===== src/hdl/bus_pkg.sv =====
package bus_pkg;

    // wishbone word addressing, 32-bit data
    localparam int ADDR_W = 30;
    localparam int DATA_W = 32;
    localparam int SEL_W  = 4;

    typedef logic [ADDR_W-1:0] addr_t;
    typedef logic [DATA_W-1:0] data_t;
    typedef logic [SEL_W-1:0]  sel_t;

    // top address bits pick the region
    localparam int REGION_MSB = 29;
    localparam int REGION_LSB = 21;
    localparam int REGION_W   = REGION_MSB - REGION_LSB + 1;

    // 8MB of ram at the bottom of the map
    localparam logic [REGION_W-1:0] MEM_REGION    = 9'd0;
    // system registers in the next 8MB block
    localparam logic [REGION_W-1:0] SYSREG_REGION = 9'd1;

    // single word for the switch/led port
    localparam addr_t SW_LED_ADDR = 30'h400001;

endpackage : bus_pkg


===== src/hdl/bus_decoder.sv =====
`timescale 1ns/1ps

module bus_decoder import bus_pkg::*; (
    input  logic  i_clk,
    input  logic  i_rst_n,
    input  logic  i_stb,
    input  addr_t i_adr,
    // responder returns
    input  logic  i_mem_ack,
    input  logic  i_sys_ack,
    input  logic  i_swled_ack,
    input  data_t i_mem_dat,
    input  data_t i_sys_dat,
    input  data_t i_swled_dat,
    // qualified strobes
    output logic  o_mem_stb,
    output logic  o_sys_stb,
    output logic  o_swled_stb,
    // merged response
    output logic  o_ack,
    output logic  o_err,
    output data_t o_dat,
    output addr_t o_err_adr
);

    logic  mem_sel;
    logic  sys_sel;
    logic  swled_sel;
    logic  none_sel;
    logic  r_err_p;
    addr_t r_err_adr_p;

    // region match
    assign mem_sel   = (i_adr[REGION_MSB:REGION_LSB] == MEM_REGION);
    assign sys_sel   = (i_adr[REGION_MSB:REGION_LSB] == SYSREG_REGION);
    assign swled_sel = (i_adr == SW_LED_ADDR);
    assign none_sel  = !mem_sel && !sys_sel && !swled_sel;

    assign o_mem_stb   = i_stb && mem_sel;
    assign o_sys_stb   = i_stb && sys_sel;
    assign o_swled_stb = i_stb && swled_sel;

    // err runs through two stages to line up with the responder acks
    always_ff @(posedge i_clk or negedge i_rst_n) begin
        if (!i_rst_n) begin
            r_err_p <= 1'b0;
            o_err   <= 1'b0;
            o_ack   <= 1'b0;
        end else begin
            r_err_p <= i_stb && none_sel;
            o_err   <= r_err_p;
            o_ack   <= i_mem_ack || i_sys_ack || i_swled_ack;
        end
    end

    // address of the failing strobe, follows the err pipeline
    always_ff @(posedge i_clk) begin
        if (i_stb && none_sel)
            r_err_adr_p <= i_adr;
        if (r_err_p)
            o_err_adr <= r_err_adr_p;
    end

    // at most one responder acks in any cycle
    always_ff @(posedge i_clk) begin
        if (i_mem_ack)
            o_dat <= i_mem_dat;
        else if (i_sys_ack)
            o_dat <= i_sys_dat;
        else if (i_swled_ack)
            o_dat <= i_swled_dat;
        else
            o_dat <= '0;
    end

endmodule : bus_decoder


===== config.mk =====
export PLATFORM = sky130hd
export DESIGN_NAME = bus_decoder
export DESIGN_NICKNAME = d
export VERILOG_FILES = /design/src/hdl/bus_pkg.sv /design/src/hdl/bus_decoder.sv
export SDC_FILE = /design/constraint.sdc
export NUM_CORES = 1
export LEC_CHECK = 0
export BUFFER_PORTS_ARGS = -buffer_cell sky130_fd_sc_hd__buf_2
export CAP_MARGIN = 10
export CELL_PAD_IN_SITES_DETAIL_PLACEMENT = 1
export CELL_PAD_IN_SITES_GLOBAL_PLACEMENT = 1
export CORE_ASPECT_RATIO = 0.5
export CORE_UTILIZATION = 32
export DETAILED_ROUTE_END_ITERATION = 10
export HOLD_SLACK_MARGIN = 0.05
export PLACE_DENSITY_LB_ADDON = 0.1
export SLEW_MARGIN = 0
export SYNTH_ARGS = -nofsm -noshare
export SYNTH_HDL_FRONTEND = slang
export SYNTH_SLANG_ARGS = --single-unit

===== constraint.sdc =====
create_clock -name i_clk -period 1.9 [get_ports i_clk]
set_clock_uncertainty 0.05 [all_clocks]
set_input_delay 0.475 -clock i_clk [delete_from_list [all_inputs] [get_ports i_clk]]
set_output_delay 0.475 -clock i_clk [all_outputs]
set_load 0.005 [all_outputs]

Word level (Yosys, flattened, before mapping)
Index checks and enable logic that the tools add are counted.
W data, S select, Z words.
{"block": "op_classes", "multipliers": 0, "n_div": 0, "add_sub_neg": 0, "bitwise": 0, "n_eq_ne": 2, "n_shift": 0, "order_cmp": 0, "muxes": 3, "n_reduce_logical": 12}
{"cell": "$mux W32", "count": 3}
{"cell": "$eq A30 B23 Y1 const B", "count": 1}
{"cell": "$eq A9 B1 Y1 const B", "count": 1}
{"cell": "$logic_not A9 Y1", "count": 1}
{"cell": "$logic_and A1 B1 Y1", "count": 6}
{"cell": "$logic_not A1 Y1", "count": 3}
{"cell": "$logic_or A1 B1 Y1", "count": 2}
{"block": "totals", "mem_bits_rw": 0, "memories": 0, "reg_bits": 95, "latchBits": 0, "mem_bits_ro": 0}

Longest topological paths before layout
{"block": "logic_depth", "depth_word": 5, "ltp_mapped": 5, "ltp_nobuf": 3}

Worst setup path after synthesis
Ideal clock, no wire load.
{"block": "synth_timing", "path_type": "input to register", "from": "input port i_adr[22]", "to": "register r_err_adr_p[0] (enable)", "required_time_ps": 1458, "arrival_time_ps": 1572, "setup_ps": 392, "cell_stages": 3, "n_path_buf": 0, "path_slack_ps": -114, "cell_sequence": "nor4b_2 nand4_1 o221a_1"}
{"block": "synth_between", "elab_chain_cells": 5, "elab_cells_between_ends": 9}
{"element": "start: declaration", "line_no": "bus_decoder.sv:7", "rtl": "input addr_t i_adr,"}
{"element": "$eq A9 B1 Y1 / $logic_not A9 Y1 (equally long branches)", "line_no": "bus_decoder.sv:35, bus_decoder.sv:34"}
{"element": "$logic_not A1 Y1", "line_no": "bus_decoder.sv:37", "rtl": "assign none_sel = !mem_sel && !sys_sel && !swled_sel;"}
{"element": "$logic_and A1 B1 Y1", "line_no": "bus_decoder.sv:37"}
{"element": "$logic_and A1 B1 Y1 (*)", "line_no": "bus_decoder.sv:37"}
{"element": "$logic_and A1 B1 Y1 (*)", "line_no": "bus_decoder.sv:58", "rtl": "if (i_stb && none_sel)"}
{"element": "end signal: assignment", "line_no": "bus_decoder.sv:59", "rtl": "r_err_adr_p <= i_adr;"}
{"element": "end: declaration", "line_no": "bus_decoder.sv:31", "rtl": "addr_t r_err_adr_p;"}
Mark *: on every way between the ends. The rest lies on a longest branch, timed or not.
A chain may end at the register's enable or synchronous reset.

Final worst setup path
{"block": "layout_timing", "from": "input port i_adr[9]", "to": "output port o_swled_stb"}
{"block": "layout_between", "elab_chain_cells": 2}
{"element": "$eq A30 B23 Y1", "line_no": "bus_decoder.sv:36", "rtl": "assign swled_sel = (i_adr == SW_LED_ADDR);"}
{"element": "$logic_and A1 B1 Y1", "line_no": "bus_decoder.sv:41", "rtl": "assign o_swled_stb = i_stb && swled_sel;"}
{"element": "end: declaration", "line_no": "bus_decoder.sv:18", "rtl": "output logic o_swled_stb,"}
No other way between the ends.

==> flow_metrics.py <==
metrics = {
    "worst_setup_path": {
        "rr_worst_depth": 1,
        "critPathKind": "input pin to output pin",
        "crit_path_end_kind": "output pin",
        "crit_start": "i_adr[9]",
        "r2r_end": "o_err_adr[0]",
        "r2r_slack_ps": 830,
        "critPathArrivalTime_ps": 1400,
        "rr_startpoint": "r_err_p",
        "crit_required_ps": 1370,
        "startpoint_type": "input pin",
        "cp_max_fo": 2,
        "endpoint": "o_swled_stb",
    },
    "clocking": {
        "htreeDepth": 3,
        "clock_path_buffers": 2,
        "path_clk_slew_ps": 70,
        "cts_root_buf": "clkbuf_16",
        "clock_sinks": 95,
        "clk_latency_ps": 340,
        "cts_buffers": 9,
        "post_cts_buffers": 0,
        "tritoncts": "built",
    },
    "global_routing": {
        "grt_max_degree": 66,
        "grt_pass1_wl_um": 13200,
        "grt_overflow": 0,
        "first_global_vias": 2723,
        "grt_use_total_pct": 16.5,
        "antenna_found_initial": 1,
    },
    "synth": {
        "ys_ff_latch": 95,
        "synth-async-reset-ratio_pct": 3.16,
        "syn_nets": 356,
        "netlist_instances": 224,
        "ys_types": 22,
        "syn_avg_cell_area_um2": 14.7,
        "syn_area_um2": 3280,
        "yosysTopAreaCellShare_pct": 54.9,
        "synth_edf_count": 60,
        "ys_top_cells_by_area": "edfxtp_1 (55%), dfxtp_1 (20%), a22oi_1 (7.1%)",
        "synth_top_area_cell": "edfxtp_1",
        "synthTopCellsByCount": "edfxtp_1 (60), nand2_1 (33), dfxtp_1 (32)",
        "yosysSeqAreaShare_pct": 76.6,
        "synth.most_common_cell": "edfxtp_1",
        "yosys_warnings": 0,
        "yosys_most_used_dff": "edfxtp_1",
    },
    "sta": {
        "post-route-min-period_ps": 1920,
        "post-route-period-util_pct": 101,
        "finalSetupViolCount": 2,
        "layout_setup_ws_ps": -23.2,
        "tns_ps": -31.2,
        "rsz0062_at_grt": "yes",
        "final_max_slew_viol_count": 0,
        "hold_ws_ps": 267,
        "max_slew_margin_pct": 74.5,
        "hold_viol": 0,
        "max_freq_mhz": 520,
        "tightest_slew_ps": 383,
    },
    "status": {
        "violations": "setup timing",
        "status": "finished with violations",
    },
    "routing": {
        "drt-total-wl_um": 8590,
        "avgRoutedWirePerCell_um": 15.0,
        "drtIter0Drc": 60,
        "final_antenna_net_count": 0,
        "vias": 2578,
        "via_per_inst": 4.51,
        "drc": 0,
        "firstDrtPassIters": 4,
    },
    "finish": {
        "final-instance-count-excl-fill": 571,
        "post-route-util_pct": 50.8,
        "insertedDiodeCount": 0,
        "finalNetCount": 563,
        "design_area_um2": 4930,
        "area_growth_pct": 50.1,
        "final_layout_size_suffix_gt1_share_pct": 54.4,
    },
    "floorplan": {
        "num_rows": 25,
        "die_height_um": 73.6,
        "io_pins": 199,
        "start_util_pct": 33.9,
        "core_area_um2": 9700,
        "dieArea_um2": 10700,
        "die_w_um": 145,
    },
    "power_and_ir_drop": {
        "p_per_area_nw_per_um2": 959,
        "irDropWorstVdd_v": 0.000534,
        "p_leak_nw": 2.15,
        "power_mw": 4.73,
    },
    "placed_design": {
        "dp.cells": 556,
        "pre_cts_ws_ps": -250,
        "numPortBuffers": 198,
        "hpwl_um": 6710,
        "gp_congestion": 0.750,
        "dpl_cell_area_um2": 4490,
    },
    "worst_hold_path": {
        "holdCritPathClass": "input pin to flop",
    },
    "run": {
        "cap_violations": 0,
    },
}
## area by class of cell
cell class                 instances  area [µm²]
timing repair buffer             210        1170
clock buffer                       9         225
inverter                           1        3.75
fill                            1072        4770
multi-input combinational        114         771
sequential                        95        2520
tap                              135         169
clock inverter                     7        77.6
## report_power, final
part | switching (mW) | total [mW] | internal [mW]
registers | 0.0415 | 2.43 | 2.38
logic | 0.241 | 0.501 | 0.260
clock network | 0.769 | 1.80 | 1.03
total | 1.05 | 4.73 | 3.68
## cell families after synthesis
family | synth area share (%)
AOI/OAI and AO/OA | 12.5
buffers and inverters | 2.82
DFF | 76.6
and+or+nand+nor | 8.08
## state kept, by name, indices dropped and copies added, names as in the netlist
register and cells:
r_err_p 1, o_err 1, o_err_adr 30, o_dat 32, r_err_adr_p 30, o_ack 1
## placed cells by master, fill, tap and decap left out, types with 2 or more instances in the layout
master	count
clkbuf_16	9
nand4_1	2
buf_6	4
edfxtp_1	60
clkinvlp_4	2
buf_2	192
nor3_2	2
o21ai_0	17
nor4b_4	3
dfxtp_1	32
inv_6	2
dfrtp_1	3
o21ai_1	15
a22oi_1	31
nor4_4	4
buf_12	3
nand2_1	32
buf_4	8
buf_8	2
## metal layers
| metal | vias up | global-route usage (%) | routed length (µm) |
|---|---|---|---|
| li1 | 1266 | - | - |
| met3 | 16 | 6.58 | 585 |
| met5 | - | 0 | 0 |
| met4 | 0 | 7.49 | 194 |
| met1 | 1194 | 16.8 | 3160 |
| met2 | 102 | 30.6 | 4650 |
## worst min-delay path by stage
stage,startpoint,to,depth (start not counted)
6_report,i_adr[27],r_err_adr_p[27],1
3_5_place_dp,i_rst_n,o_err,1
2_1_floorplan,i_rst_n,o_ack,0
4_1_cts,i_adr[27],r_err_adr_p[27],1
5_1_grt,i_adr[27],r_err_adr_p[27],1
3_3_place_gp,i_rst_n,o_err,1
## critical path, cell delays in order
cell and delay (ps):
buf_8 100, nor4_4 250, buf_4 140, nand4_1 140, nor3_2 150, buf_2 140
## repair_timing
item | CTS | global route
pin swaps | 3 | 2
gates resized for setup | 17 | 7
hold endpoints to repair | 3 | 0
hold buffers | 1 | 0
setup endpoints to repair | 3 | 3
No activity file was read; power rests on OpenSTA's default activity.
