`config.mk`:
```
export PLATFORM = sky130hd
export DESIGN_NAME = switch_led_port
export DESIGN_NICKNAME = d
export VERILOG_FILES = /design/src/hdl/bus_pkg.sv /design/src/hdl/switch_led_port.sv
export SDC_FILE = /design/constraint.sdc
export NUM_CORES = 1
export LEC_CHECK = 0
export BUFFER_PORTS_ARGS = -buffer_cell sky130_fd_sc_hd__buf_2
export CORE_ASPECT_RATIO = 0.9
export CORE_MARGIN = 4
export CORE_UTILIZATION = 30
export DETAILED_ROUTE_END_ITERATION = 10
export PLACE_DENSITY_LB_ADDON = 0.08
export SETUP_SLACK_MARGIN = 0.1
export SLEW_MARGIN = 40
export SYNTH_ARGS = -nofsm -noshare
export SYNTH_HDL_FRONTEND = slang
export SYNTH_SLANG_ARGS = --single-unit
```
`constraint.sdc`:
```
create_clock -name i_clk -period 0.8 [get_ports i_clk]
set_input_delay 0.24 -clock i_clk [delete_from_list [all_inputs] [get_ports i_clk]]
set_output_delay 0.24 -clock i_clk [all_outputs]
set_load 0.005 [all_outputs]
```
`src/hdl/bus_pkg.sv`:
```
package bus_pkg;

    // wishbone word addressing, 32-bit data
    localparam int ADDR_W = 30;
    localparam int DATA_W = 32;
    localparam int SEL_W  = 4;

    typedef logic [ADDR_W-1:0] addr_t;
    typedef logic [DATA_W-1:0] data_t;
    typedef logic [SEL_W-1:0]  sel_t;

    // top address bits pick the region
    localparam int REGION_MSB = 29;
    localparam int REGION_LSB = 21;
    localparam int REGION_W   = REGION_MSB - REGION_LSB + 1;

    // 8MB of ram at the bottom of the map
    localparam logic [REGION_W-1:0] MEM_REGION    = 9'd0;
    // system registers in the next 8MB block
    localparam logic [REGION_W-1:0] SYSREG_REGION = 9'd1;

    // single word for the switch/led port
    localparam addr_t SW_LED_ADDR = 30'h400001;

endpackage : bus_pkg

```
`src/hdl/switch_led_port.sv`:
```
`timescale 1ns/1ps

module switch_led_port import bus_pkg::*; (
    input  logic        i_clk,
    input  logic        i_rst_n,
    input  logic        i_stb,
    input  logic        i_we,
    input  data_t       i_dat,
    input  logic [15:0] i_switches,
    output logic        o_ack,
    output data_t       o_dat,
    output logic [15:0] o_leds
);

    // led register, loaded from the low half
    always_ff @(posedge i_clk or negedge i_rst_n) begin
        if (!i_rst_n) begin
            o_leds <= '0;
            o_ack  <= 1'b0;
        end else begin
            o_ack <= i_stb;
            if (i_stb && i_we)
                o_leds <= i_dat[15:0];
        end
    end

    // switches high, leds low
    always_ff @(posedge i_clk) begin
        if (i_stb)
            o_dat <= {i_switches, o_leds};
    end

endmodule : switch_led_port

```
[Word level (Yosys, flattened, before mapping)]
Cells that the tools add are included.
W data, S select, Z words.
Storage, ports and cells
  register bits after elaboration: 49
  latch bits: 0
  memory bits (writable): 0
  bits in read-only memories: 0
  input port bits: 52
  output and inout port bits: 49
  logic and storage cells: 4
  memories kept: 0
Operators by class
  add/sub/neg operators: 0
  $mul: 0
  divide/modulo/power cells: 0
  order comparisons: 0
  equal/unequal tests: 0
  shift-type cells: 0
  multiplexer cells: 0
  bitwise logic cells: 0
  reductions and logical operators: 1
Operator list (number)
  $logic_and A1 B1 Y1: 1

[Logic depth before layout (Yosys ltp)]
Gate-level depths: netlist (run 1).
  depth after elaboration: 1
  gate-level depth with buffers: 3
  depth with buffers taken out: 2

[Least setup slack after synthesis (run 1)]
OpenSTA, ideal clock, no wires.
  path type: in2reg
  start point: input port i_stb
  end point: register o_leds[10]
  library setup time: 125 ps
  arrival time: 838 ps
  path slack: -163 ps
  cell stages on the path: 3
  path buffers: 1
  path through: nand2_2 > buf_6 > mux2_4
On the way
  cells in the longest elaborated chain, start to end: 1
RTL lines
  from (decl): RTL line switch_led_port.sv:6  | input logic i_stb,
  $logic_and A1 B1 Y1: RTL line switch_led_port.sv:22  | if (i_stb && i_we)
  to (signal assigned): RTL line switch_led_port.sv:23  | o_leds <= i_dat[15:0];
  to (decl): RTL line switch_led_port.sv:12  | output logic [15:0] o_leds
No other way between the ends.
A chain may end at the register's enable or synchronous reset.

[Final worst setup path (run 1)]
  start point: register o_leds[11]
  end point: output port o_leds[11]
No word-level cell between the ends.

==> results_dict.tcl, run 1 <==
set metrics [dict create \
    ys_ff_latch 49 \
    critical_path_class "register to output pin" \
    period_needed_ns 1.07 \
    cp_cell_sequence "buf_2" \
    cts-root-buf "clkbuf_8" \
    critPathTopFamily "flip-flops" \
    multiInputGateArea_sq_um 260 \
    dp_slack_ns -0.258 \
    die_area_sq_um 6650 \
    critPathSlowestCell "dfrtp_1" \
    clock_sinks 49 \
    async_reset_ff_share_pct 34.7 \
    synth_edf_count 32 \
    synth_flop_cell "edfxtp_1" \
    drtAntennaViolNets 0 \
    crit_fanout 2 \
    synth_top_area_share_pct 59.3 \
    finalInstanceArea_sq_um 2440 \
    diodes 0 \
    rows 25 \
    synth_most_common_cell "edfxtp_1" \
    grt_pass1_wl_mm 5.27 \
    ioPinCount 101 \
    endpoint_kind "output pin" \
    ys_seq_area_share_pct 85.5 \
    netlist_area_sq_um 1620 \
    reg2reg_from "o_leds[4]" \
    gr-usage-met3_pct 4.14 \
    pwr-share-clk_pct 30.7 \
    routed_via_density 4.13 \
    core_sq_um 5260 \
    overflow 0 \
    synthCells 67 \
    syn_to_final_growth_pct 50.2 \
    dpl-instance-area_sq_um 2140 \
    post-route-period-util_pct 134 \
    worstPathArrival_ns 0.83 \
    die_h_um 77.7 \
    drtIter0Drc 15 \
    cts_tree "yes" \
    crit_start "o_leds[11]" \
    drc_errors 0 \
    fmax_mhz 931 \
    synth_warnings 0 \
    globalRouteMet1Util_pct 11.2 \
    clk_path_buf_depth 2 \
    path_clk_slew_ns 0.09 \
    die_x_um 85.5 \
    synth_cell_types 6 \
    p_per_area_nw_per_um2 2390 \
    synthTopCellsByArea "edfxtp_1 (59%), dfrtp_1 (26%), mux2_4 (9.3%), mux2_2 (4.2%), buf_6 (0.69%)" \
    vias 990 \
    pwr-share-seq_pct 53.8 \
    grt_pass1_vias 1084 \
    htreeDepth 2 \
    portBuffers 84 \
    relSlewSlack_pct 72.8 \
    pwr-share-comb_pct 15.5 \
    maxCapViolations 0 \
    register_area_sq_um 1390 \
    syn_nets 119 \
    grt_usage_pct 10.3 \
    crit_required_ns 0.56 \
    rsz0062_at_grt "true" \
    wirelength_mm 3.37 \
    wl_per_cell_um 14.0 \
    irDropWorstVdd_mv 1.12 \
    drtPass1Iterations 5 \
    fin_util_pct 46.4 \
    final_cell_count_no_fill 240 \
    numCtsBuffers 5 \
    holdWs_ns -0.136 \
    setup_slack_ns -0.274 \
    synth_commonest_cells "edfxtp_1 (32), dfrtp_1 (17), mux2_4 (10), mux2_2 (6)" \
    nets 224 \
    clkLatencyLatePin_ns 0.29 \
    grt_max_degree 23 \
    yosys.area.top_type "edfxtp_1" \
    dp_cells 219 \
    startpoint_type "register" \
    worstMarginPinSlew_ns 0.408 \
    fin_tns_setup_ns -12.48 \
    avgSynthCellArea_sq_um 24.2 \
    total_power_mw 5.81 \
    internal_power_mw 4.61 \
    routabilityCongestion 0.712 \
    antenna_found_initial 0 \
    path_buf_inv 1 \
    slew_violations 0 \
    hold_viol 17 \
    globalRouteMet2Util_pct 18.2 \
    setup_viol 62 \
    p_sw_share_pct 20.7 \
    skew_ns 0.00526 \
    power.leakage_nw 1.14 \
    critPathMaxStageDelay_ns 0.40 \
    violations "negative hold slack, negative setup slack" \
    status "finished with violations" \
    hp-class "input pin to asynchronous set/reset pin" \
    fill_cells 498 \
    start_util_pct 30.9 \
    grt-busiest-layer "met2" \
    power.net_switching_mw 1.20 \
    drive_above_1_share_pct 71.7 \
]
==> area by class of cell <==
type	instances	share of cell area, %
sequential	49	56.9
clock inverter	2	1.54
timing repair buffer	99	24.0
tap	67	3.44
clock buffer	6	3.39
multi-input combinational	17	10.7
==> cells by family (layout without fill, tap and decap cells) <==
group | Yosys count | in the layout | synth area share, %
and+or+nand+nor | 1 | 1 | 0.386
muxes | 16 | 16 | 13.4
buffers and inverters | 1 | 107 | 0.694
DFF | 49 | 49 | 85.5
==> sequential cells by signal (all words and copies together) (netlist names) <==
signal and cells:
o_ack 1, o_leds 16, o_dat 32
==> power by group through the flow <==
stage | clock network, mW | logic [mW] | registers (mW)
after detailed placement | 0 | 0.662 | 3.19
after CTS | 1.86 | 0.874 | 3.13
final | 1.78 | 0.899 | 3.13
after global routing | 1.96 | 0.979 | 3.16
after floorplan | 0 | 0.188 | 3.22
after global placement | 0 | 0.659 | 3.18
==> path summary, 6_finish.rpt <==
check | cells past startpoint | endpoint | slack, ns
worst min register to register | 0 | o_dat[1] | 0.48
max in group asynchronous | 1 | o_leds[13] | 0.65
min in group i_clk | 1 | o_dat[31] | 0.11
worst min-delay path | 1 | o_leds[4] | -0.14
worst max register to register | 2 | o_leds[4] | -0.08
worst max-delay path | 1 | o_leds[11] | -0.27
==> layer usage <==
metal / part of all wire [%] / wire length (um) / up-vias
met5: 0 / 0 / -
met4: 1.4 / 46 / 0
met3: 10 / 339 / 7
met2: 48 / 1630 / 52
met1: 40 / 1350 / 473
li1: - / - / 458
==> cells in the final DEF (no fill, tap or decap), drive strengths merged <==
| cell | count |
|---|---|
| clkbuf | 6 |
| buf | 99 |
| clkinvlp | 1 |
| nand2 | 1 |
| mux2 | 16 |
| dfrtp | 17 |
| bufinv | 1 |
| edfxtp | 32 |
==> what timing repair did <==
action,CTS,global route
endpoints found under the setup margin,86,77
setup buffers,12,4
cloned,0,0
gates resized for setup,13,8
hold endpoints to repair,17,17
(Power assumes the default switching activity.)
==> run 2: changes to the inputs <==
--- a/config.mk
+++ b/config.mk
@@ -6,9 +6,12 @@
 export NUM_CORES = 1
 export LEC_CHECK = 0
 export BUFFER_PORTS_ARGS = -buffer_cell sky130_fd_sc_hd__buf_2
+export CELL_PAD_IN_SITES_DETAIL_PLACEMENT = 0
+export CELL_PAD_IN_SITES_GLOBAL_PLACEMENT = 1
 export CORE_ASPECT_RATIO = 0.9
 export CORE_MARGIN = 4
 export CORE_UTILIZATION = 30
+export CTS_BUF_LIST = sky130_fd_sc_hd__clkbuf_4
 export DETAILED_ROUTE_END_ITERATION = 10
 export PLACE_DENSITY_LB_ADDON = 0.08
 export SETUP_SLACK_MARGIN = 0.1
==> run 2 against run 1 <==
The run ends with negative setup slack left. Register-to-register slack got worse by 0.11 ns. Sequential power hardly changed. Die area stayed put. Design area grew 0.51%. Worst setup slack got worse by 0.082 ns. Critical path depth stayed put. Routed wire length up 4.3%. Global-route usage rose by 0.53 points. Combinational power is 8.7% higher. Hold slack improved by 0.18 ns. Cell count is 2.1% higher. Count of clock-buffer cells in the layout did not move. Critical endpoint is now o_leds[14].
==> results_dict.tcl, run 2 (synthesized netlist as in run 1, its figures left out) <==
set metrics [dict create \
    rsz0062_at_grt "true" \
    reg2reg_from "o_leds[11]" \
    grt_pass1_vias 1072 \
    antenna_found_initial 0 \
    maxCapViolations 0 \
    final_cell_count_no_fill 245 \
    worstPathArrival_ns 0.92 \
    critPathMaxStageDelay_ns 0.43 \
    crit_start "o_leds[14]" \
    top_regs "o_dat x32, o_leds x16, o_ack x1" \
    post-route-period-util_pct 145 \
    slew_violations 0 \
    numCtsBuffers 5 \
    internal_power_mw 4.34 \
    routabilityCongestion 0.705 \
    startpoint_type "register" \
    vias 1009 \
    critPathSlowestCell "dfrtp_1" \
    drc_errors 0 \
    htreeDepth 2 \
    fmax_mhz 865 \
    drtPass1Iterations 4 \
    finalInstanceArea_sq_um 2450 \
    pwr-share-seq_pct 56.8 \
    die_x_um 85.5 \
    irDropWorstVdd_mv 1.46 \
    path_buf_inv 1 \
    drtAntennaViolNets 0 \
    wl_per_cell_um 14.3 \
    drive_above_1_share_pct 71.3 \
    nets 229 \
    skew_ns 0.00271 \
    syn_to_final_growth_pct 51.0 \
    path_clk_slew_ns 0.13 \
    ioPinCount 101 \
    diodes 0 \
    power.leakage_nw 1.15 \
    total_power_mw 5.51 \
    crit_required_ns 0.56 \
    grt_pass1_wl_mm 5.38 \
    drtIter0Drc 25 \
    crit_fanout 3 \
    dpl-instance-area_sq_um 2140 \
    routed_via_density 4.12 \
    die_h_um 77.7 \
    setup_viol 66 \
    hp-class "input pin to register" \
    grt_max_degree 23 \
    clkLatencyLatePin_ns 0.35 \
    clk_path_buf_depth 2 \
    cp_cell_sequence "buf_2" \
    status "finished with violations" \
    p_sw_share_pct 21.3 \
    start_util_pct 30.9 \
    pwr-share-comb_pct 17.7 \
    die_area_sq_um 6650 \
    pwr-share-clk_pct 25.5 \
    overflow 0 \
    holdWs_ns 0.0477 \
    endpoint_kind "output pin" \
    grt_usage_pct 10.8 \
    cts-root-buf "clkbuf_4" \
    violations "negative setup slack" \
    worstMarginPinSlew_ns 0.281 \
    hold_viol 0 \
    period_needed_ns 1.16 \
    critical_path_class "register to output pin" \
    power.net_switching_mw 1.18 \
    setup_slack_ns -0.357 \
    critPathTopFamily "flip-flops" \
    relSlewSlack_pct 81.3 \
    rows 25 \
    final_common_cell "buf_2" \
    p_per_area_nw_per_um2 2250 \
    clock_sinks 49 \
    fin_tns_setup_ns -17.10 \
    portBuffers 84 \
    cts_tree "yes" \
    dp_cells 219 \
    wirelength_mm 3.51 \
    core_sq_um 5260 \
    largest_register_ffs 32 \
    hold_start "i_switches[10]" \
    post-dp-hpwl_mm 2.41 \
    final_cell_mix "buf_2 (83), edfxtp_1 (32), dfrtp_1 (17), buf_6 (17), mux2_4 (16)" \
    regMostFlops "o_dat" \
]
run 2: cell count changes in the layout (fill, tap and decap cells not counted), sizes merged:
cell,previous run,this run
buf,99,102
clkbuf,6,7
clkinv,0,1
clkinvlp,1,0
dlygate4sd3,0,1
run 2: path summary, 6_finish.rpt:
path                              end  slack [ns]  cells after the start
max in group asynchronous   o_leds[7]        0.29                      2
setup / recovery           o_leds[14]       -0.36                      1
hold reg to reg             o_dat[15]        0.49                      0
hold / removal              o_dat[26]        0.05                      1
setup reg to reg           o_leds[11]       -0.19                      3
min in group asynchronous  o_leds[13]        0.30                      2
run 2: repair_timing:
action | in CTS | in global routing
endpoints found under the hold margin | 17 | 0
hold buffers | 1 | 0
buffers inserted | 12 | 7
endpoints found under the setup margin | 65 | 92
gates resized for setup | 17 | 9
run 2: area by class of cell:
cell class | count | area (sq um)
fill | 488 | 2810
sequential | 49 | 1390
timing repair buffer | 104 | 639
multi-input combinational | 17 | 260
tap | 67 | 83.8
clock buffer | 6 | 45.0
clock inverter | 2 | 33.8
run 2: per-layer routing:
metal	up-vias	global-route usage, %	wire length [um]
li1	472	-	-
met1	484	12.5	1410
met2	51	17.0	1710
met3	2	6.26	367
met4	0	3.32	20
met5	-	0	0
run 2: metrics by stage:
step           utilization (%)  worst slack [ns]
2_1_floorplan                -           -0.0751
6_report                  46.6            -0.357
3_5_place_dp              40.8            -0.257
4_1_cts                   45.4            -0.378
3_3_place_gp              40.8            -0.234
5_1_grt                   46.6            -0.422
run 2: power groups by stage:
| stage | clock network (mW) | logic, mW | registers [mW] |
|---|---|---|---|
| floorplan | 0 | 0.188 | 3.22 |
| CTS | 1.48 | 0.905 | 3.13 |
| global route | 1.59 | 1.06 | 3.16 |
| finish | 1.41 | 0.977 | 3.13 |
| global placement | 0 | 0.658 | 3.17 |
| detailed placement | 0 | 0.668 | 3.19 |
