===== config.mk =====
export PLATFORM = sky130hd
export DESIGN_NAME = wb_priority_arbiter
export DESIGN_NICKNAME = d
export VERILOG_FILES = /design/src/hdl/bus_pkg.sv /design/src/hdl/wb_priority_arbiter.sv
export SDC_FILE = /design/constraint.sdc
export NUM_CORES = 1
export LEC_CHECK = 0
export BUFFER_PORTS_ARGS = -buffer_cell sky130_fd_sc_hd__buf_2
export CORE_AREA = 2 2 84 86
export CTS_CLUSTER_SIZE = 24
export DETAILED_ROUTE_END_ITERATION = 6
export DIE_AREA = 0 0 86 88
export SYNTH_ARGS = -nofsm -noshare
export SYNTH_HDL_FRONTEND = slang
export SYNTH_SLANG_ARGS = --single-unit

===== constraint.sdc =====
create_clock -name i_clk -period 2.4 [get_ports i_clk]
set_clock_uncertainty 0.1 [all_clocks]
set_input_delay 0.12 -clock i_clk [delete_from_list [all_inputs] [get_ports i_clk]]
set_output_delay 0.12 -clock i_clk [all_outputs]
set_load 0.01 [all_outputs]

===== src/hdl/bus_pkg.sv =====
package bus_pkg;

    // wishbone word addressing, 32-bit data
    localparam int ADDR_W = 30;
    localparam int DATA_W = 32;
    localparam int SEL_W  = 4;

    typedef logic [ADDR_W-1:0] addr_t;
    typedef logic [DATA_W-1:0] data_t;
    typedef logic [SEL_W-1:0]  sel_t;

    // top address bits pick the region
    localparam int REGION_MSB = 29;
    localparam int REGION_LSB = 21;
    localparam int REGION_W   = REGION_MSB - REGION_LSB + 1;

    // 8MB of ram at the bottom of the map
    localparam logic [REGION_W-1:0] MEM_REGION    = 9'd0;
    // system registers in the next 8MB block
    localparam logic [REGION_W-1:0] SYSREG_REGION = 9'd1;

    // single word for the switch/led port
    localparam addr_t SW_LED_ADDR = 30'h400001;

endpackage : bus_pkg


===== src/hdl/wb_priority_arbiter.sv =====
`timescale 1ns/1ps

module wb_priority_arbiter import bus_pkg::*; (
    input  logic  i_clk,
    input  logic  i_rst_n,
    // master a, the priority port
    input  logic  i_a_cyc,
    input  logic  i_a_stb,
    input  logic  i_a_we,
    input  addr_t i_a_adr,
    input  data_t i_a_dat,
    input  sel_t  i_a_sel,
    output logic  o_a_ack,
    output logic  o_a_err,
    output logic  o_a_stall,
    // master b
    input  logic  i_b_cyc,
    input  logic  i_b_stb,
    input  logic  i_b_we,
    input  addr_t i_b_adr,
    input  data_t i_b_dat,
    input  sel_t  i_b_sel,
    output logic  o_b_ack,
    output logic  o_b_err,
    output logic  o_b_stall,
    // merged bus
    output logic  o_cyc,
    output logic  o_stb,
    output logic  o_we,
    output addr_t o_adr,
    output data_t o_dat,
    output sel_t  o_sel,
    input  logic  i_ack,
    input  logic  i_err
);

    logic r_a_owner;

    // ownership only moves once the current owner has dropped cyc
    always_ff @(posedge i_clk or negedge i_rst_n) begin
        if (!i_rst_n) begin
            r_a_owner <= 1'b1;
        end else if (r_a_owner) begin
            if (!i_a_cyc && i_b_cyc)
                r_a_owner <= 1'b0;
        end else if (!i_b_cyc) begin
            // idle bus falls back to a
            r_a_owner <= 1'b1;
        end
    end

    // owner's request onto the merged bus
    assign o_cyc = r_a_owner ? i_a_cyc : i_b_cyc;
    assign o_stb = r_a_owner ? (i_a_cyc && i_a_stb) : (i_b_cyc && i_b_stb);
    assign o_we  = r_a_owner ? i_a_we  : i_b_we;
    assign o_adr = r_a_owner ? i_a_adr : i_b_adr;
    assign o_dat = r_a_owner ? i_a_dat : i_b_dat;
    assign o_sel = r_a_owner ? i_a_sel : i_b_sel;

    // responders never stall, so only the loser waits
    assign o_a_stall = !r_a_owner && i_a_stb;
    assign o_b_stall = r_a_owner && i_b_stb;

    // responses go back to the owner only
    assign o_a_ack = r_a_owner && i_ack;
    assign o_a_err = r_a_owner && i_err;
    assign o_b_ack = !r_a_owner && i_ack;
    assign o_b_err = !r_a_owner && i_err;

endmodule : wb_priority_arbiter


# Yosys cells after proc, flatten, opt, wreduce, memory -nomap -nowiden
# Index checks and enable logic that the tools add are counted.
# totals
inputBits	142
mem_bits_rw	0
memories	0
out_inout_bits	75
register_bits	1
latchBits	0
mem_bits_ro	0
# op_classes
div	0
bitwise	0
add_sub_neg	0
order_cmp	0
muxes	9
mul	0
n_reduce_logical	11
eq_ne	0
shifts	0
# op_table
op	n
$mux 32	1
$mux 30	1
$logic_and 1x1->1	9
$mux 1	6
$mux 4	1
$logic_not 1->1	2

# Depth between registers and ports, before layout
# Gate-level depths: netlist of run 1.
# depth
depth_word	4
ltp_mapped	5

# Worst setup path before layout of run 1
# No wires, ideal clock.
# synth_path
kind	register to output
startpoint	register r_a_owner
endpoint	output o_dat[11]
slack_ps	982
n_path_buf	3
arrival_time_ps	1198
stages_incl_launch_ff	5
required_time_ps	2180
cell_sequence	dfstp_2 > buf_6 > buf_6 > buf_8 > mux2_4
# synth_between
elab_chain_cells	1
# synth_rtl
element	line	text
start: declaration	wb_priority_arbiter.sv:37	logic r_a_owner;
start signal: assignment	wb_priority_arbiter.sv:42	r_a_owner <= 1'b1;
start signal: assignment	wb_priority_arbiter.sv:45	r_a_owner <= 1'b0;
start signal: assignment	wb_priority_arbiter.sv:48	r_a_owner <= 1'b1;
$mux 32	wb_priority_arbiter.sv:57	assign o_dat = r_a_owner ? i_a_dat : i_b_dat;
end: declaration	wb_priority_arbiter.sv:31	output data_t o_dat,
# No other way between the ends.

# Final worst setup path of run 1
# layout_path
startpoint	register r_a_owner
endpoint	output o_adr[9]
# layout_between
elab_chain_cells	1
# layout_rtl
element	line	text
$mux 30	wb_priority_arbiter.sv:56	assign o_adr = r_a_owner ? i_a_adr : i_b_adr;
end: declaration	wb_priority_arbiter.sv:30	output addr_t o_adr,
# No other way between the ends.

==> summary.md, run 1 <==
| Metric | Value |
|---|---|
| Maxcap violations | `0` |
| Period minus WS final | `between 1500 and 2000 ps` |
| Cell taking the most area after synthesis | `mux2_2` |
| Overall via count from detail_route | `1514` |
| Die ar. | `approximately 7600 um2` |
| Fmax | `approximately 570 MHz` |
| Reg clk slew, reported paths | `0 ps` |
| Gr ovfl total | `0` |
| Initial Utilization | `0.151` |
| Filler instances | `between 600 and 700` |
| Reg2Reg Depth | `3` |
| Pwr/cell area | `between 200 and 250 nW/um2` |
| Port bufs | `216` |
| Worst reg2reg endpoint | `r_a_owner` |
| Drt pass-1 iters | `4` |
| Via/cell ratio | `3.99` |
| First-pass GRT wire length | `5.82 mm` |
| Worst setup path category | `reg -> out` |
| Die span in y | `88 um` |
| Max-slew violations | `0` |
| RSZ-0062 raised after global routing | `false` |
| FP Rows | `30` |
| HP Class | `in -> reg` |
| P_leak | `1.28 nW` |
| Placed insts | `378` |
| Startpoint types | `register` |
| Met2 wire len | `2.27 mm` |
| Seq cells post-synth | `1` |
| Setup TNS | `0 ps` |
| Die width | `86 um` |
| Endpoints failing hold | `0` |
| WHS Path Cells | `2` |
| Peak supply drop | `0.000151 V` |
| Final-report setup violation count | `0` |
| Yosys warnings | `0` |
| GPL Wtd Cong | `~0.79` |
| Setup slack, reg-to-reg | `1100 ps` |
| Clock Latency Late Sink | `0 ps` |
| Most frequent cells in the layout | `216 x buf_2, 47 x mux2_2, 20 x mux2_4` |
| Syn_nets | `between 200 and 250` |
| Top reg by flops | `r_a_owner` |
| Hpwl dp | `about 3.9 mm` |
| Gr usage total | `0.0909` |
| CP endpoint kind | `output port` |
| Vias in the first global route | `1271` |
| Synth top area share | `0.529` |
| CP max FO | `77` |
| DR top layer | `met3` |
| Nets | `443` |
| Syn Inst Count | `90` |
| Least-Margin Pin Slew | `428 ps` |
| Initial antenna violation count | `0` |
| Wirelength, routed | `approximately 4.5 mm` |
| Largest net degree at the start of global routing | `78` |
| CP arrival | `~1600 ps` |
| Post-CTS Hold Fix Bufs | `1` |
| Postcts setup bufs | `0` |
| CP required | `2180 ps` |
| Synth unique cells | `12` |
| Layout area overhead | `114%` |
| Post_cts resized | `0` |
| Met1 Wirelength | `approximately 1.7 mm` |
| DRC | `0` |
| Registers with the most flip-flops | `r_a_owner: 1 flops` |
| Final worst-path cycle share | `0.737` |
| Slew HR | `0.715` |
| Finished Layout Cells | `379` |
| CORE AREA | `roughly 6600 um2` |
| Initial DRC count | `14` |
| Synth top area cells | `mux2_2 53%, mux2_4 30%, buf_8 3.0%` |
| Max FFs per register | `1` |
| Start of the worst register-to-register path | `r_a_owner` |
| Syn Area/Cell | `between 10 and 15 um2` |
| Synthesized area | `1000 um2` |
| Post-DP Area | `about 2100 um2` |
| Met3 wire length | `505 um` |
| Critical Path Sink | `o_adr[9]` |
| Routed Antenna Nets | `0` |
| Status | `finished, final reports clean` |
| Critical Path Start | `r_a_owner` |
| Antenna Cells | `0` |
| Layout cell share with drive strength beyond 1 | `0.953` |
| Commonest non-fill, non-tap cell in the layout | `buf_2` |
| Design Area, Final | `2140 um2` |
| Register area share after synthesis | `0.0263` |
| Routed length per instance | `around 12 um` |
| # IOs | `217` |
-- cells in the mapped netlist, drive strengths merged --
| master | n |
|---|---|
| nor2b | 3 |
| o21ai | 2 |
| buf | 9 |
| and2 | 3 |
| mux2 | 67 |
| dfstp | 1 |
| inv | 1 |
| nand3 | 1 |
| nand2 | 3 |
-- layout make-up --
type                            count  area (um2)  area share
Multi-Input combinational cell     79         893       0.418
Tap cell                           80         100      0.0468
Sequential cell                     1        30.0      0.0140
Inverter                            1        3.75     0.00176
Timing Repair Buffer              218        1110       0.520
-- critical path, stage by stage (launching register included) --
cell,delay (ps)
dfstp_4,600
buf_12,330
mux2_2,410
buf_2,140
-- metrics by stage --
stage          worst slack, ps  total power [mW]  hold slack (ps)  utilization
6_report                   632             0.471              179        0.322
4_1_cts                    655             0.476              180        0.322
3_3_place_gp               670             0.467            -46.0        0.320
5_1_grt                    612             0.506              189        0.322
2_1_floorplan              982             0.263             -128            -
3_5_place_dp               650             0.474            -43.6        0.320
-- cell families (layout without fill, tap and decap cells) --
kind of cell	Yosys count	in the layout	synth area share
AOI/OAI and AO/OA	2	2	0.0100
DFF	1	1	0.0263
buffers and inverters	10	219	0.0812
muxes	67	67	0.829
and+or+nand+nor	10	10	0.0537
-- worst min path at each step --
stage	slack [ps]	end	from
after floorplan	-130	r_a_owner	i_rst_n
after global placement	-50	r_a_owner	i_rst_n
after detailed placement	-40	r_a_owner	i_rst_n
after CTS	180	r_a_owner	i_b_cyc
after global routing	190	r_a_owner	i_b_cyc
final	180	r_a_owner	i_b_cyc
-- routing by layer --
layer | track usage | up-vias
met4 | 0 | 0
met5 | 0 | -
met1 | 0.119 | 654
li1 | - | 749
met2 | 0.171 | 111
met3 | 0.00848 | 0
-- power breakdown --
part | switching, mW | leakage [nW] | internal [mW] | total, mW
logic | 0.182 | 1.26 | 0.268 | 0.450
registers | 0.000886 | 0.0108 | 0.0198 | 0.0207
clock network | 0 | 0 | 0 | 0
total | 0.183 | 1.28 | 0.287 | 0.471
No activity file was read; power rests on OpenSTA's default activity.
==> run 2, diff against run 1 <==
--- a/config.mk
+++ b/config.mk
@@ -5,6 +5,7 @@
 export SDC_FILE = /design/constraint.sdc
 export NUM_CORES = 1
 export LEC_CHECK = 0
+export ABC_AREA = 1
 export BUFFER_PORTS_ARGS = -buffer_cell sky130_fd_sc_hd__buf_2
 export CORE_AREA = 2 2 84 86
 export CTS_CLUSTER_SIZE = 24
==> constraint.sdc (replaced) <==
create_clock -name i_clk -period 1.76 [get_ports i_clk]
set_clock_uncertainty 0.1 [all_clocks]
set_input_delay 0.088 -clock i_clk [delete_from_list [all_inputs] [get_ports i_clk]]
set_output_delay 0.088 -clock i_clk [all_outputs]
set_load 0.01 [all_outputs]
==> summary.md, run 2 <==
| Metric | Value |
|---|---|
| Postcts setup bufs | `0` |
| Synthesized area | `933 um2` |
| Syn Area/Cell | `3.94 um2` |
| Largest delay share family, worst path | `flip-flops` |
| Top reg by flops | `r_a_owner` |
| Synth unique cells | `9` |
| Routed Antenna Nets | `0` |
| Synth top area cells | `nand2_1 84%, buf_2 4.8%, dfstp_2 2.8%` |
| CP arrival | `1200 ps` |
| Peak supply drop | `around 0.00019 V` |
| Syn Inst Count | `237` |
| First-pass GRT wire length | `7.09 mm` |
| Worst Min Path Start | `i_b_cyc` |
| Fmax | `719 MHz` |
| Worst path buffer plus inverter count | `2` |
| Initial Utilization | `0.140` |
| FP Rows | `30` |
| Placed insts | `521` |
| Registers with the most flip-flops | `r_a_owner: 1 flops` |
| Part of the power in combinational logic | `0.956` |
| CP required | `about 1600 ps` |
| HP Class | `in -> reg` |
| Maxcap violations | `0` |
| P_leak | `1.57 nW` |
| Largest net degree at the start of global routing | `70` |
| # IOs | `217` |
| Least-Margin Pin Slew | `306 ps` |
| Port bufs | `about 220` |
| Register area share after synthesis | `0.0282` |
| Overall via count from detail_route | `2087` |
| Clock power share | `0` |
| Max-slew violations | `0` |
| Vias in the first global route | `1653` |
| P_sw | `approximately 320 uW` |
| RSZ-0062 raised after global routing | `false` |
| Via/cell ratio | `4.00` |
| Nets | `586` |
| Seq pwr share | `0.044` |
| Clock Latency Late Sink | `0 ps` |
| Hpwl dp | `4.20 mm` |
| Syn_nets | `379` |
| Slowest CP cell | `dfstp_2` |
| Reg clk slew, reported paths | `0 ps` |
| Final-report setup violation count | `0` |
| Die span in y | `88 um` |
| Period minus WS final | `1390 ps` |
| Post_cts resized | `0` |
| Layout cell share with drive strength beyond 1 | `0.500` |
| Top-count cell post-synth | `nand2_1` |
| Cell taking the most area after synthesis | `nand2_1` |
| Startpoint types | `register` |
| GPL Wtd Cong | `about 0.74` |
| Yosys warnings | `0` |
| Number of synthesized flops with an enable pin | `0` |
| Die width | `86 um` |
| Main flop type after synthesis | `dfstp_2` |
| CP endpoint kind | `output port` |
| Async set or reset register ratio after synthesis | `1.00` |
| CORE AREA | `6640 um2` |
| Critical Path Start | `r_a_owner` |
| Gr ovfl total | `0` |
| Worst setup path category | `reg -> out` |
| Status | `finished, final reports clean` |
| Most frequent cells in the layout | `216 x buf_2, 209 x nand2_1, 6 x inv_1, 3 x nor2_1` |
| Commonest non-fill, non-tap cell in the layout | `buf_2` |
| Routed length per instance | `9.41 um` |
| Synth top area share | `0.840` |
| Die ar. | `between 7000 and 8000 um2` |
| Slew HR | `0.796` |
| Power Internal | `318 uW` |
| Finished Layout Cells | `522` |
| Setup TNS | `0 ps` |
| Post-CTS Hold Fix Bufs | `1` |
| Start of the worst register-to-register path | `r_a_owner` |
| Pwr/cell area | `306 nW/um2` |
| DRC | `0` |
| Gr usage total | `0.108` |
| Initial DRC count | `25` |
| Antenna Cells | `0` |
| CP max stage delay | `550 ps` |
| Initial antenna violation count | `0` |
| Seq cells post-synth | `1` |
| Wirelength, routed | `4.91 mm` |
| Endpoints failing hold | `0` |
| Layout area overhead | `125%` |
| CP max FO | `33` |
| Synth cell count leaders | `209 x nand2_1, 9 x buf_2, 6 x inv_1, 4 x clkbuf_1, 3 x nor2_1` |
| Max FFs per register | `1` |
| Crit-path cells | `buf_4 > nand3_1 > nand2_1 > buf_2` |
| Final worst-path cycle share | `0.790` |
| Net Sw Frac | `0.504` |
| Drt pass-1 iters | `4` |
## run 2: cell count changes after synthesis, sizes merged, moves of 3 or more
cell / change
mux2: -67
nand2: +206
nor2b: -3
nor2: +3
inv: +6
and2: -3
clkbuf: +4
## run 2: kinds of logic (layout without fill, tap and decap cells)
kind of cell	Yosys count	in the layout	synth area share
flops	1	1	0.0282
buf+inv	22	227	0.109
simple gates	214	214	0.863
## run 2: path summary, 6_finish.rpt
check,slack [ps],cells past startpoint,to
max,370,4,o_stb
min,170,2,r_a_owner
max reg2reg,690,3,r_a_owner
min reg2reg,590,3,r_a_owner
max in group asynchronous,1090,2,r_a_owner
min in group asynchronous,450,2,r_a_owner
## run 2: area by class of cell
type	instances	area, um2
repair buffers	220	1140
inverters	7	26.3
flip-flops and latches	1	26.3
fillers	777	4550
multi-input cells	214	806
well taps	80	100
## run 2: per-layer routing
metal / GRT usage / vias up / share of wire
li1: - / 1101 / -
met1: 0.123 / 868 / 0.37
met2: 0.222 / 118 / 0.53
met3: 0.0151 / 0 / 0.10
met4: 0 / 0 / 0
met5: 0 / - / 0
## run 2: stage by stage
stage               worst slack (ps)  total power [mW]  cell area, um2  hold slack, ps   util
floorplan                        549             0.315             933            -160      -
global placement                 378             0.642            2090           -73.6  0.314
detailed placement               350             0.647            2090           -77.1  0.314
CTS                              350             0.651            2100             181  0.316
global route                     231             0.716            2100             200  0.316
finish                           369             0.642            2100             168  0.316
## run 2: power groups by stage
stage	clock, mW	combinational, mW	sequential (mW)
floorplan	0	0.288	0.0275
global placement	0	0.613	0.0284
detailed placement	0	0.619	0.0285
CTS	0	0.622	0.0285
global route	0	0.688	0.0289
finish	0	0.613	0.0285
==> run 3, diff against run 2 <==
--- a/config.mk
+++ b/config.mk
@@ -7,10 +7,10 @@
 export LEC_CHECK = 0
 export ABC_AREA = 1
 export BUFFER_PORTS_ARGS = -buffer_cell sky130_fd_sc_hd__buf_2
-export CORE_AREA = 2 2 84 86
+export CORE_AREA = 2 2 83 85
 export CTS_CLUSTER_SIZE = 24
 export DETAILED_ROUTE_END_ITERATION = 6
-export DIE_AREA = 0 0 86 88
+export DIE_AREA = 0 0 85 87
 export SYNTH_ARGS = -nofsm -noshare
 export SYNTH_HDL_FRONTEND = slang
 export SYNTH_SLANG_ARGS = --single-unit
==> constraint.sdc (replaced) <==
create_clock -name i_clk -period 1.2 [get_ports i_clk]
set_clock_uncertainty 0.1 [all_clocks]
set_input_delay 0.06 -clock i_clk [delete_from_list [all_inputs] [get_ports i_clk]]
set_output_delay 0.06 -clock i_clk [all_outputs]
set_load 0.01 [all_outputs]
==> summary.md, run 3 (synthesis gave the netlist of run 2 again) <==
| Metric | Value |
|---|---|
| Status | `finished, violations left` |
| Violated checks | `setup timing` |
| Gr usage total | `0.109` |
| Slew HR | `0.892` |
| Filler instances | `744` |
| Max FFs per register | `1` |
| Via/cell ratio | `slightly below 4` |
| # IOs | `roughly 220` |
| Initial antenna violation count | `0` |
| Vias in the first global route | `around 1700` |
| P_leak | `1.60 nW` |
| Registers with the most flip-flops | `r_a_owner: 1 flops` |
| Die width | `85 um` |
| Most frequent cells in the layout | `214 x buf_2, 204 x nand2_1, 6 x inv_1, 5 x nand2_2, 4 x buf_12` |
| Gr ovfl total | `0` |
| Overall power | `997 uW` |
| Clock Latency Late Sink | `0 ps` |
| Commonest non-fill, non-tap cell in the layout | `buf_2` |
| DRC | `0` |
| Final worst-path cycle share | `1.06` |
| Endpoints failing hold | `0` |
| GPL Wtd Cong | `0.693` |
| Initial DRC count | `32` |
| Least-Margin Pin Slew | `162 ps` |
| Setup TNS | `-2610 ps` |
| FF+latch area | `roughly 26 um2` |
| Drt pass-1 iters | `4` |
| Reg clk slew, reported paths | `0 ps` |
| Pwr/cell area | `between 400 and 500 nW/um2` |
| Layout cell share with drive strength beyond 1 | `0.515` |
| CP endpoint kind | `output port` |
| CP required | `1040 ps` |
| Hpwl dp | `4.30 mm` |
| Nets | `589` |
| Routed length per instance | `9.80 um` |
| Routed Antenna Nets | `0` |
| Max-slew violations | `0` |
| Final-report setup violation count | `69` |
| Antenna Cells | `0` |
| HP Class | `in -> reg` |
| Maxcap violations | `0` |
| Design Area, Final | `2190 um2` |
| Fmax | `789 MHz` |
| Initial Utilization | `0.142` |
| Multi-input combinational cell area | `818 um2` |
| Final worst slack | `-67.1 ps` |
| CP max FO | `37` |
| Setup slack, reg-to-reg | `roughly 90 ps` |
| WHS | `138 ps` |
| Layout area overhead | `135%` |
| Final Util | `0.334` |
| Die ar. | `7400 um2` |
| CP arrival | `approximately 1100 ps` |
| Wirelength, routed | `approximately 5 mm` |
| Die span in y | `87 um` |
| Top reg by flops | `r_a_owner` |
| Worst setup path category | `reg -> out` |
| Startpoint types | `register` |
| Port bufs | `216` |
| RSZ-0062 raised after global routing | `true` |
| Post-DP Area | `2130 um2` |
| CORE AREA | `6570 um2` |
| Largest net degree at the start of global routing | `39` |
| Peak supply drop | `0.000296 V` |
| FP Rows | `30` |
| Period minus WS final | `1270 ps` |
| First-pass GRT wire length | `6.92 mm` |
| Overall via count from detail_route | `approximately 2100` |
## run 3: critical path: stages, from the launching register on
cell     delay, ps
dfstp_2        590
buf_12         210
nand2_1         70
nand2_1         90
buf_2          130
## run 3: worst paths after layout
kind	start	depth (start not counted)	endpoint
worst max-delay path	r_a_owner	4	o_dat[8]
worst min-delay path	i_b_cyc	2	r_a_owner
worst max register to register	r_a_owner	3	r_a_owner
worst min register to register	r_a_owner	3	r_a_owner
max in group asynchronous	i_rst_n	2	r_a_owner
min in group asynchronous	i_rst_n	2	r_a_owner
## run 3: layout make-up
type / instances / area share
inverters: 7 / 0.0131
multi-input cells: 214 / 0.373
flip-flops and latches: 1 / 0.0120
well taps: 80 / 0.0456
repair buffers: 223 / 0.556
## run 3: repair_timing
action                                  in CTS  in global routing
cloned                                       0                  1
resized for setup                            4                  5
endpoints found under the setup margin      68                 72
hold buffers                                 1                  0
setup buffers                                0                  0
endpoints found under the hold margin        1                  0
## run 3: where the power goes
| group | switching [mW] | total, mW | internal, mW |
|---|---|---|---|
| Sequential | 0.00526 | 0.0438 | 0.0385 |
| Clock | 0 | 0 | 0 |
| Combinational | 0.485 | 0.953 | 0.467 |
| Total | 0.491 | 0.997 | 0.506 |
## run 3: metal layers
metal  vias up  wire length, um  global-route usage
met3         0              450             0.00758
met2       111             2840               0.254
met1       850             1860               0.106
met4         0                0                   0
met5         -                0                   0
li1       1107                -                   -
## run 3: metrics by stage
step	worst slack, ps	instances
finish	-67.1	525
CTS	-62.4	524
global route	-126	525
global placement	-71.2	523
detailed placement	-74.6	523
floorplan	16.6	237
